--- config.mk ---
export PLATFORM = sky130hd
export DESIGN_NAME = mem_arbiter
export DESIGN_NICKNAME = d
export VERILOG_FILES = /design/src/verilog/mem_bus_pkg.sv /design/src/verilog/mem_arbiter.sv
export VERILOG_INCLUDE_DIRS = /design/src /design/src/include
export SDC_FILE = /design/constraint.sdc
export NUM_CORES = 1
export LEC_CHECK = 0
export BUFFER_PORTS_ARGS = -buffer_cell sky130_fd_sc_hd__buf_2
export CORE_AREA = 3 3 79 81
export CTS_BUF_LIST = sky130_fd_sc_hd__clkbuf_4 sky130_fd_sc_hd__clkbuf_8
export DETAILED_ROUTE_END_ITERATION = 10
export DIE_AREA = 0 0 82 84
export MAX_ROUTING_LAYER = met4
export PLACE_DENSITY = 0.59
export SLEW_MARGIN = 10
export SYNTH_ARGS = -nofsm -noshare
export SYNTH_HDL_FRONTEND = slang
export SYNTH_SLANG_ARGS = --single-unit
--- constraint.sdc ---
create_clock -name i_clk -period 2.35 [get_ports i_clk]
set_input_delay 0.1175 -clock i_clk [delete_from_list [all_inputs] [get_ports i_clk]]
set_output_delay 0.1175 -clock i_clk [all_outputs]
set_load 0.01 [all_outputs]
--- src/include/cache_cfg.svh ---
`ifndef CACHE_CFG_SVH
`define CACHE_CFG_SVH

// ************************************************************
// Address and data geometry
// ************************************************************

`define ADDR_W          12      // Word address
`define DATA_W          32

// ************************************************************
// Instruction cache shape
// ************************************************************

`define CACHE_WAYS      4
`define CACHE_SETS      32
`define LINE_WORDS      4

// Field widths of a fetch address
`define OFF_W           2       // log2 of LINE_WORDS
`define SET_W           5       // log2 of CACHE_SETS
`define TAG_W           (`ADDR_W - `SET_W - `OFF_W)
`define LINE_ADDR_W     (`ADDR_W - `OFF_W)

// ************************************************************
// Shared memory
// ************************************************************

`define MEM_DEPTH       4096
`define MEM_LATENCY     3       // Cycles from req seen to first ack

`endif

--- src/verilog/mem_bus_pkg.sv ---
`include "cache_cfg.svh"

package mem_bus_pkg;

    // One word of the shared memory
    typedef logic [`DATA_W-1:0] mem_word_t;

    // Word address into the shared memory
    typedef logic [`ADDR_W-1:0] mem_addr_t;

    // Current owner of the memory port
    typedef enum logic [1:0] {
        GRANT_NONE   = 2'd0,
        GRANT_ICACHE = 2'd1,
        GRANT_DATA   = 2'd2
    } grant_e;

endpackage
--- src/verilog/mem_arbiter.sv ---
module mem_arbiter (
    input  logic                   i_clk,
    input  logic                   i_rst,

    // Instruction cache, burst reads only
    input  logic                   i_ic_req,
    input  mem_bus_pkg::mem_addr_t i_ic_addr,
    output logic                   o_ic_ack,
    output mem_bus_pkg::mem_word_t o_ic_data,

    // Data port, single words
    input  logic                   i_d_req,
    input  logic                   i_d_we,
    input  mem_bus_pkg::mem_addr_t i_d_addr,
    input  mem_bus_pkg::mem_word_t i_d_wdata,
    output logic                   o_d_ack,
    output mem_bus_pkg::mem_word_t o_d_rdata,

    // Shared memory
    output logic                   o_mem_req,
    output logic                   o_mem_we,
    output logic                   o_mem_burst,
    output mem_bus_pkg::mem_addr_t o_mem_addr,
    output mem_bus_pkg::mem_word_t o_mem_wdata,
    input  logic                   i_mem_ack,
    input  mem_bus_pkg::mem_word_t i_mem_rdata
);
    mem_bus_pkg::grant_e owner;
    logic                last_ic;   // Cache was served last
    logic                own_ic;
    logic                own_d;

    assign own_ic = (owner == mem_bus_pkg::GRANT_ICACHE);
    assign own_d  = (owner == mem_bus_pkg::GRANT_DATA);

    // Grant is held until the owner drops req
    always_ff @(posedge i_clk) begin
        if (i_rst) begin
            owner   <= mem_bus_pkg::GRANT_NONE;
            last_ic <= 1'b0;
        end else begin
            case (owner)
                mem_bus_pkg::GRANT_ICACHE: begin
                    if (!i_ic_req)
                        owner <= mem_bus_pkg::GRANT_NONE;
                end
                mem_bus_pkg::GRANT_DATA: begin
                    if (!i_d_req)
                        owner <= mem_bus_pkg::GRANT_NONE;
                end
                default: begin
                    if (i_ic_req && (!i_d_req || !last_ic)) begin
                        owner   <= mem_bus_pkg::GRANT_ICACHE;
                        last_ic <= 1'b1;
                    end else if (i_d_req) begin
                        owner   <= mem_bus_pkg::GRANT_DATA;
                        last_ic <= 1'b0;
                    end
                end
            endcase
        end
    end

    assign o_mem_req   = (own_ic && i_ic_req) || (own_d && i_d_req);
    assign o_mem_we    = own_d && i_d_we;
    assign o_mem_burst = own_ic;
    assign o_mem_addr  = own_d ? i_d_addr : i_ic_addr;
    assign o_mem_wdata = own_d ? i_d_wdata : '0;

    assign o_ic_ack  = own_ic && i_mem_ack;     // Only the owner sees the ack
    assign o_ic_data = i_mem_rdata;
    assign o_d_ack   = own_d && i_mem_ack;
    assign o_d_rdata = i_mem_rdata;
endmodule

# Word level (Yosys, flattened, before mapping)

Index checks and enable logic that the tools add are counted.

Logic and storage cells: 31
Bits in registers: 3
Output and inout port bits: 113

Equality and inequality tests: 4
Bitwise operators: 1
Reduce and logical (&&, ||, !) cells: 15
Mux-type cells: 9

Operators by type and width:

| cell               | number |
|---|---|
| $mux 32            | 1 |
| $mux 12            | 1 |
| $mux 2             | 4 |
| $logic_and 1x1->1  | 6 |
| $ne 2x2->1 const B | 2 |
| $pmux 2 s2         | 1 |
| $reduce_bool 4->1  | 1 |
| $reduce_and 3->1   | 1 |
| $eq 2x1->1 const B | 1 |
| $eq 2x2->1 const B | 1 |
| $logic_not 1->1    | 2 |
| $logic_or 1x1->1   | 2 |
| $mux 1             | 2 |
| $reduce_and 2->1   | 1 |
| $reduce_bool 2->1  | 1 |
| $reduce_or 2->1    | 1 |
| $not 1->1          | 1 |

# Longest topological paths before layout

Gate-level depths: netlist (run 1).

Word-level depth: 5
Depth in mapped cells: 5
Depth with buffers taken out: 5

# Worst setup path after synthesis (run 1)

No wires, ideal clock.

Kind: register to register
Start: register owner[0]
End: register owner[0]
Setup time: 0.070 ns
Path buffers: 0
Cell stages (with the launch flop): 6
Arrival time: 1.453 ns
Slack: 0.827 ns
Cell sequence: dfxtp_1 inv_1 ha_1 a22o_1 or4b_1 a21oi_1

Word-level cells in the longest chain between the ends: 3
Elaborated cells between the ends (all ways): 7
Classes of those cells: eq/ne: 4; mux: 1; reduce/logical: 2

RTL lines:

| element                                                          | line              | text |
|---|---|---|
| start: declaration                                               | mem_arbiter.sv:28 | `mem_bus_pkg::grant_e owner;` |
| start signal: assignment                                         | mem_arbiter.sv:39 | `owner <= mem_bus_pkg::GRANT_NONE;` |
| start signal: assignment                                         | mem_arbiter.sv:45 | `owner <= mem_bus_pkg::GRANT_NONE;` |
| start signal: assignment                                         | mem_arbiter.sv:49 | `owner <= mem_bus_pkg::GRANT_NONE;` |
| $eq 2x2->1 or $eq 2x1->1 (tied branches)                         | mem_arbiter.sv:42 | `case (owner)` |
| $ne 2x2->1 (no source line) or $reduce_bool 4->1 (tied branches) | --                |  |
| $reduce_and 3->1 (no source line)                                | --                |  |

Parallel ways exist; a longest one is shown, timed or not.
A chain may end at the register's enable or synchronous reset.

# Final worst setup path (run 1)

Start: register owner[0]
End: output o_mem_addr[3]

Word-level cells in the longest chain between the ends: 2

RTL lines:

| element          | line              | text |
|---|---|---|
| $eq 2x2->1       | mem_arbiter.sv:34 | `assign own_d = (owner == mem_bus_pkg::GRANT_DATA);` |
| $mux 12          | mem_arbiter.sv:67 | `assign o_mem_addr = own_d ? i_d_addr : i_ic_addr;` |
| end: declaration | mem_arbiter.sv:23 | `output mem_bus_pkg::mem_addr_t o_mem_addr,` |

Every way passes these cells.

==> results of run 1 <==
synth_stat cells:
library cell | number | area share [%]
buf_4 | 64 | 47
and2_1 | 35 | 21
nand2_1 | 1 | 0.36
a21oi_1 | 3 | 1.5
a2111o_1 | 1 | 1.1
buf_2 | 2 | 0.97
a22o_1 | 1 | 0.85
o21ai_0 | 2 | 0.97
ha_1 | 2 | 2.4
a311oi_1 | 1 | 0.85
inv_1 | 4 | 1.5
dfxtp_1 | 3 | 5.8
mux2_2 | 12 | 13
or4b_1 | 1 | 0.97
clkbuf_1 | 3 | 1.1
nor4_1 | 1 | 0.61
worst max-delay path by stage:
stage               slack (ns)            end  startpoint  cells after the start
global route              0.43  o_mem_addr[0]    owner[1]                      4
floorplan                 0.83       owner[0]    owner[0]                      5
finish                    0.57  o_mem_addr[3]    owner[0]                      5
CTS                       0.55  o_mem_addr[1]    owner[0]                      5
detailed placement        0.74       owner[0]    owner[0]                      5
global placement          0.81       owner[0]    owner[0]                      5
sequential cells by signal (all words and copies together), names as in the netlist:
signal	count
owner	2
last_ic	1
metal layers:
layer / global-route usage [%] / vias to the layer above / share of wire (%) / wire length [um]
met5: - / - / 0 / 0
met4: 2.87 / 0 / 2.0 / 63
met3: 3.56 / 14 / 16 / 501
met2: 15.2 / 71 / 50 / 1620
met1: 8.35 / 409 / 32 / 1020
li1: - / 458 / - / -
kinds of logic (layout without fill, tap and decap cells):
kind of cell | count (synthesis) | after routing
multiplexers | 12 | 12
AND/OR/NAND/NOR | 38 | 38
buffers and inverters | 73 | 119
AO/OA/AOI/OAI | 8 | 8
adder cells (fa/ha/maj) | 2 | 2
flip-flops | 3 | 3
area by class of cell:
class	count	area, um2	area share (%)
multi-input cells	60	453	37.0
inverters	4	15.0	1.23
well taps	72	90.1	7.35
clock buffers	4	48.8	3.98
flip-flops and latches	3	60.1	4.90
repair buffers	111	558	45.6
metrics by stage:
step	hold WS [ns]	cell area [um2]	power, mW	setup WS [ns]	util, %
after floorplan	0.187	1030	0.388	0.827	-
after global placement	0.235	1180	0.437	0.809	21.2
after detailed placement	0.235	1180	0.444	0.739	21.2
after CTS	0.0957	1220	0.609	0.548	22.1
after global routing	0.114	1220	0.653	0.432	22.1
final	0.102	1220	0.596	0.571	22.1
power breakdown:
group          internal, mW  total, mW  switching [mW]
Sequential           0.0611     0.0681         0.00702
Clock                 0.127      0.159          0.0323
Combinational         0.184      0.368           0.184
==> results.toml, run 1 <==
[status]
outcome = "complete, no violations"

[drt]
ant_nets = 0
dr.pass1.iters = 2
viasPerCell = 3.75
drt-total-wl_mm = 3.21
vias = 952
detail_route.iter0.violations = 14
post_drt_wl_per_cell_um = 12.6
post-route-drc-count = 0

[min_path]
worstHoldStart = "i_rst"
hp-class = "primary input to flop"
hold_depth = 2
min_to = "owner[1]"

[placed_design]
placed_cells = 250
hpwl_mm = 2.74
io_buffers = 110
finalWeightedCongestion = 0.682

[global_route]
grt_max_degree = 47
grt_pass1_vias = 985
grt_antenna_before_repair = 0
grt_overflow_total = 0
grt_pass1_wl_mm = 4.68
grt_usage_pct = 8.63

[sta]
tns_ns = 0
setup_viol = 0
relSlewSlack_pct = 69.8
period_needed_ns = 1.78
timing.final.hold_violations = 0
rsz0062_at_grt = "false"
max_freq_ghz = 0.562
skew_ns = 0.00312
fin_crit_sh_pct = 75.7
worstMarginPinSlew_ns = 0.449
maxSlewViolCount = 0

[die]
fp.dieH_um = 84
std_cell_rows = 27
initial_core_util_pct = 18.6
die_w_um = 82
num_io_pins = 207
dieArea_um2 = 6890
coreArea_um2 = 5540

[critical_path]
crit_path_start_kind = "flop"
reg2reg_to = "owner[0]"
cp_max_fo = 46
required_ns = 2.23
r2r_slack_ns = 0.73
max_stage_delay_ns = 0.38
r2r_start = "owner[0]"
worstPathArrival_ns = 1.66
reg2reg_depth = 5
cpMaxStageDelayCell = "mux2_2"
endpoint_kind = "output pin"
crit_type = "flop to output pin"
critPathBufInv = 3
crit_chain = "inv_1 -> ha_1 -> buf_4 -> mux2_2 -> buf_2"
path_delay_family = "buffers and inverters"

[power_and_ir_drop]
power_density_nw_per_um2 = 486
ir_drop_mv = 0.396
power.leakage_nw = 0.739

[final_layout]
final-instance-count-excl-fill = 254
fin_nets = 279
final_cell_mix = "buf_2, and2_1, mux2_2, inv_1"
antenna-diode-count = 0
syn2layout_area_growth_pct = 19.0
fillers = 645
layout_commonest_cell = "buf_2"
layout-drive-gt1-share_pct = 69.8

[synthesis]
syn-num-nets = 232
synthAdderAreaFrac_pct = 2.43
synth.area.mux_share_pct = 13.1
syn_area_um2 = 1030
avgSynthCellArea_um2 = 7.57
yosysWarnings = 0
synth-simple-area-share_pct = 23.2
syn_inst = 136
synth_top_family_by_area = "buffers and inverters"
synthDistinctLibCells = 16
synth_seq_cells = 3
synth_compound_area_share_pct = 5.22
yosysSeqAreaShare_pct = 5.83
synthXorXnorAreaFrac_pct = 0

[clock_network]
clkSinkCount = 3
cts_root_buffer = "clkbuf_8"
clk_pin_slew_ns = 0.03
clkLatencyLatePin_ns = 0.21
cts_resized = 0
cts_tree = "done"
htreeDepth = 1
hold_buffers = 0
clk_path_buf_depth = 2
postCtsSetupRepairBufs = 0
cts_buffers = 3

[flow_run]
drv_cap = 0
Power figures use the tool's default switching activity.
==> inputs of run 2 (changes only) <==
CORE_AREA = 3 3 80 82   (was 3 3 79 81)
DIE_AREA = 0 0 83 85   (was 0 0 82 84)
PLACE_DENSITY = 0.58   (was 0.59)
clock period = 1.73 ns   (was 2.35 ns; I/O delays follow)
==> run 2 against run 1 <==
  * Setup slack got worse by 0.45 ns
  * Count of clock-buffer cells in the layout did not move
  * Wire length fell by 12%
  * Cell count rose by 1.2%
  * Clock skew fell by 0.00072 ns
  * Sequential cell count did not move
  * Clock power rose by 34%
  * Largest cell class unchanged
==> results.toml, run 2 (synthesized netlist as in run 1, its figures left out) <==
[status]
outcome = "complete, no violations"

[sta]
maxSlewViolCount = 0
worstMarginPinSlew_ns = 0.290
skew_ns = 0.00240
max_freq_ghz = 0.620
rsz0062_at_grt = "false"
fin_crit_sh_pct = 93.2
relSlewSlack_pct = 80.5
setup_viol = 0
timing.final.hold_violations = 0
period_needed_ns = 1.61
tns_ns = 0

[final_layout]
antenna-diode-count = 0
final_cell_mix = "buf_2, and2_1, mux2_2, inv_1"
syn2layout_area_growth_pct = 21.1
fin_nets = 279
top_register = "owner"
layout_commonest_cell = "buf_2"
layout-drive-gt1-share_pct = 70.3
largest_reg_flops = 2
final-instance-count-excl-fill = 257
largestRegisters = "owner x2, last_ic x1"

[global_route]
grt_max_degree = 48
grt_pass1_vias = 916
grt_overflow_total = 0
grt_pass1_wl_mm = 4.31
grt_antenna_before_repair = 0
grt-busiest-layer = "met2"
gr-usage-met2_pct = 10.9
grt_usage_pct = 7.40
grtUsageMet1_pct = 8.59
met3_usage_pct = 3.01

[flow_run]
drv_cap = 0

[placed_design]
placed_cells = 253
finalWeightedCongestion = 0.690
hpwl_mm = 2.43
io_buffers = 110

[critical_path]
reg2reg_depth = 5
crit_type = "flop to output pin"
cp_max_fo = 47
r2r_slack_ns = 0.12
crit_path_start_kind = "flop"
required_ns = 1.64
r2r_start = "owner[0]"
endpoint_kind = "output pin"
worstPathArrival_ns = 1.53
reg2reg_to = "owner[0]"

[die]
std_cell_rows = 28
dieArea_um2 = 7060
num_io_pins = 207
coreArea_um2 = 5820
fp.dieH_um = 85
initial_core_util_pct = 17.7
die_w_um = 83

[power_and_ir_drop]
pwr-share-seq_pct = 11.4
p_comb_share_pct = 62.4
clkPwrFrac_pct = 26.2
power.leakage_nw = 0.743
ir_drop_mv = 0.692
p_sw_share_pct = 36.2
p_int_mw = 0.518
p_switching_mw = 0.295
power_density_nw_per_um2 = 652

[drt]
dr.pass1.iters = 2
vias = 949
post-route-drc-count = 0
post_drt_wl_per_cell_um = 11.0
ant_nets = 0
viasPerCell = 3.69
drt-total-wl_mm = 2.83
detail_route.iter0.violations = 8

[clock_network]
clk_path_buf_depth = 2
clk_pin_slew_ns = 0.03
htreeDepth = 1
cts_buffers = 3
hold_buffers = 0
clkSinkCount = 3
clkLatencyLatePin_ns = 0.21
cts_tree = "done"
cts_root_buffer = "clkbuf_8"

[min_path]
worstHoldStart = "i_rst"
hp-class = "primary input to flop"
hold_depth = 2
min_to = "owner[1]"
-- run 2: final cells by class --
class	count	area, um2
timing repair buffer	111	571
clock buffer	4	48.8
tap	75	93.8
inverter	4	15.0
sequential	3	60.1
multi-input combinational	60	459
fill	663	4570
-- run 2: what timing repair did --
action	4_1_cts	5_1_grt
gates resized for setup	0	1
setup buffers	0	0
hold endpoints to repair	0	0
endpoints found under the setup margin	0	2
-- run 2: how the worst max path moves through the flow --
stage                   from            end  slack (ns)
detailed placement  owner[0]       owner[0]        0.13
floorplan           owner[0]       owner[0]        0.21
global placement    owner[0]       owner[0]        0.18
global route        owner[0]  o_mem_addr[2]        0.04
CTS                 owner[0]       owner[0]         0.1
finish              owner[1]  o_mem_addr[2]        0.12
-- run 2: metal layers --
layer	vias to the layer above	part of all wire, %	wire (um)
met5	-	0	0
met4	0	3.3	93
met3	15	14	386
met2	74	45	1270
met1	403	38	1080
li1	457	-	-
-- run 2: through the flow --
stage	setup WS (ns)	area, um2	power [mW]	hold WS (ns)	utilization (%)
after detailed placement	0.134	1190	0.612	0.173	20.5
after global placement	0.176	1190	0.600	0.173	20.5
after global routing	0.0420	1250	0.886	0.0795	21.5
final	0.118	1250	0.813	0.0720	21.5
after CTS	0.0990	1240	0.831	0.0713	21.3
after floorplan	0.207	1030	0.527	0.156	-
-- run 2: power groups by stage --
stage	sequential, mW	combinational, mW	clock (mW)
3_3_place_gp	0.0922	0.508	0
5_1_grt	0.0944	0.565	0.226
4_1_cts	0.0928	0.520	0.218
2_1_floorplan	0.0908	0.436	0
3_5_place_dp	0.0934	0.519	0
6_report	0.0927	0.507	0.213
-- run 2: critical path, cell delays in order (launching register included) --
cell and delay, ns:
dfxtp_1 0.35, ha_1 0.23, buf_12 0.21, mux2_2 0.37, buf_2 0.14
==> inputs of run 3 (changes only) <==
MAX_ROUTING_LAYER = default   (was met4)
==> run 3 against run 2 <==
  * Setup slack improved by 0.0026 ns
  * Sequential power about the same
  * Clock power barely moved
  * Combinational power hardly changed
  * Critical path type unchanged
  * Largest power group unchanged
==> results.toml, run 3 (synthesized netlist as in run 1, its figures left out) <==
[flow_run]
drv_cap = 0

[sta]
setup_viol = 0
period_needed_ns = 1.61
max_freq_ghz = 0.621
maxSlewViolCount = 0
rsz0062_at_grt = "false"
tns_ns = 0
timing.final.hold_violations = 0
skew_ns = 0.00240
worstMarginPinSlew_ns = 0.290
whs_ns = 0.0705
fin_crit_sh_pct = 93.0
relSlewSlack_pct = 80.5

[critical_path]
critPathBufInv = 2
endpoint_kind = "output pin"
crit_chain = "ha_1 -> buf_12 -> mux2_2 -> buf_2"
worstPathArrival_ns = 1.52
cpMaxStageDelayCell = "mux2_2"
max_stage_delay_ns = 0.37
cp_max_fo = 47
required_ns = 1.64
crit_type = "flop to output pin"
crit_path_start_kind = "flop"
path_delay_family = "multiplexers"

[global_route]
grt_pass1_wl_mm = 4.31
grt_pass1_vias = 917
grt_overflow_total = 0
grt_max_degree = 48
grt_antenna_before_repair = 0
grt_usage_pct = 7.19

[clock_network]
cts_root_buffer = "clkbuf_8"
clkSinkCount = 3
cts_resized = 0
clk_path_buf_depth = 2
clkLatencyLatePin_ns = 0.21
cts_tree = "done"
postCtsSetupRepairBufs = 0
hold_buffers = 0
cts_buffers = 3
clk_pin_slew_ns = 0.03
htreeDepth = 1

[drt]
ant_nets = 0
drt-total-wl_mm = 2.83
dr.pass1.iters = 2
viasPerCell = 3.69
vias = 949
post-route-drc-count = 0
detail_route.iter0.violations = 8
post_drt_wl_per_cell_um = 11.0

[die]
die_w_um = 83
fp.dieH_um = 85
std_cell_rows = 28
num_io_pins = 207
initial_core_util_pct = 17.7
dieArea_um2 = 7060
coreArea_um2 = 5820

[power_and_ir_drop]
power_density_nw_per_um2 = 651
power.leakage_nw = 0.743
ir_drop_mv = 0.692

[final_layout]
syn2layout_area_growth_pct = 21.1
antenna-diode-count = 0
layout_commonest_cell = "buf_2"
largest_reg_flops = 2
final_cell_mix = "buf_2, and2_1, mux2_2, inv_1"
largestRegisters = "owner x2, last_ic x1"
fin_nets = 279
top_register = "owner"
fin_area_um2 = 1250
layout-drive-gt1-share_pct = 70.3

[placed_design]
finalWeightedCongestion = 0.683
io_buffers = 110
hpwl_mm = 2.43
place_area_um2 = 1190

[status]
outcome = "complete, no violations"

[min_path]
hp-class = "primary input to flop"
==> run 3: cell counts in the layout (fill, tap and decap cells not counted) <==
No cell type changed its count.
==> run 3: cell type report <==
| type | count | area [um2] |
|---|---|---|
| clock buffers | 4 | 48.8 |
| fillers | 663 | 4570 |
| repair buffers | 111 | 571 |
| flip-flops and latches | 3 | 60.1 |
| well taps | 75 | 93.8 |
| multi-input cells | 60 | 459 |
| inverters | 4 | 15.0 |
==> run 3: metal layers <==
layer | global-route usage, % | share of wire [%] | up-vias
met5 | 0 | 0 | -
met4 | 3.86 | 3.3 | 0
met3 | 3.20 | 14 | 15
met2 | 10.9 | 45 | 74
met1 | 8.48 | 38 | 402
li1 | - | - | 458
==> run 3: worst paths after layout <==
kind	from	endpoint	slack, ns	depth (start not counted)
hold reg to reg	last_ic	last_ic	0.47	1
setup / recovery	owner[1]	o_mem_addr[2]	0.12	4
hold / removal	i_rst	owner[1]	0.07	2
setup reg to reg	owner[0]	owner[0]	0.12	5
==> run 3: per-stage QoR <==
stage | std cells | total power, mW | worst slack [ns] | util, %
final | 257 | 0.813 | 0.120 | 21.5
after global routing | 257 | 0.886 | 0.0419 | 21.5
after CTS | 257 | 0.831 | 0.0990 | 21.3
after detailed placement | 253 | 0.612 | 0.134 | 20.5
after global placement | 253 | 0.600 | 0.176 | 20.5
after floorplan | 136 | 0.527 | 0.207 | -
==> run 3: power breakdown <==
part | internal (mW) | switching, mW | total, mW
Combinational | 0.263 | 0.244 | 0.507
Clock | 0.172 | 0.0410 | 0.213
Sequential | 0.0830 | 0.00974 | 0.0928
Total | 0.518 | 0.294 | 0.813
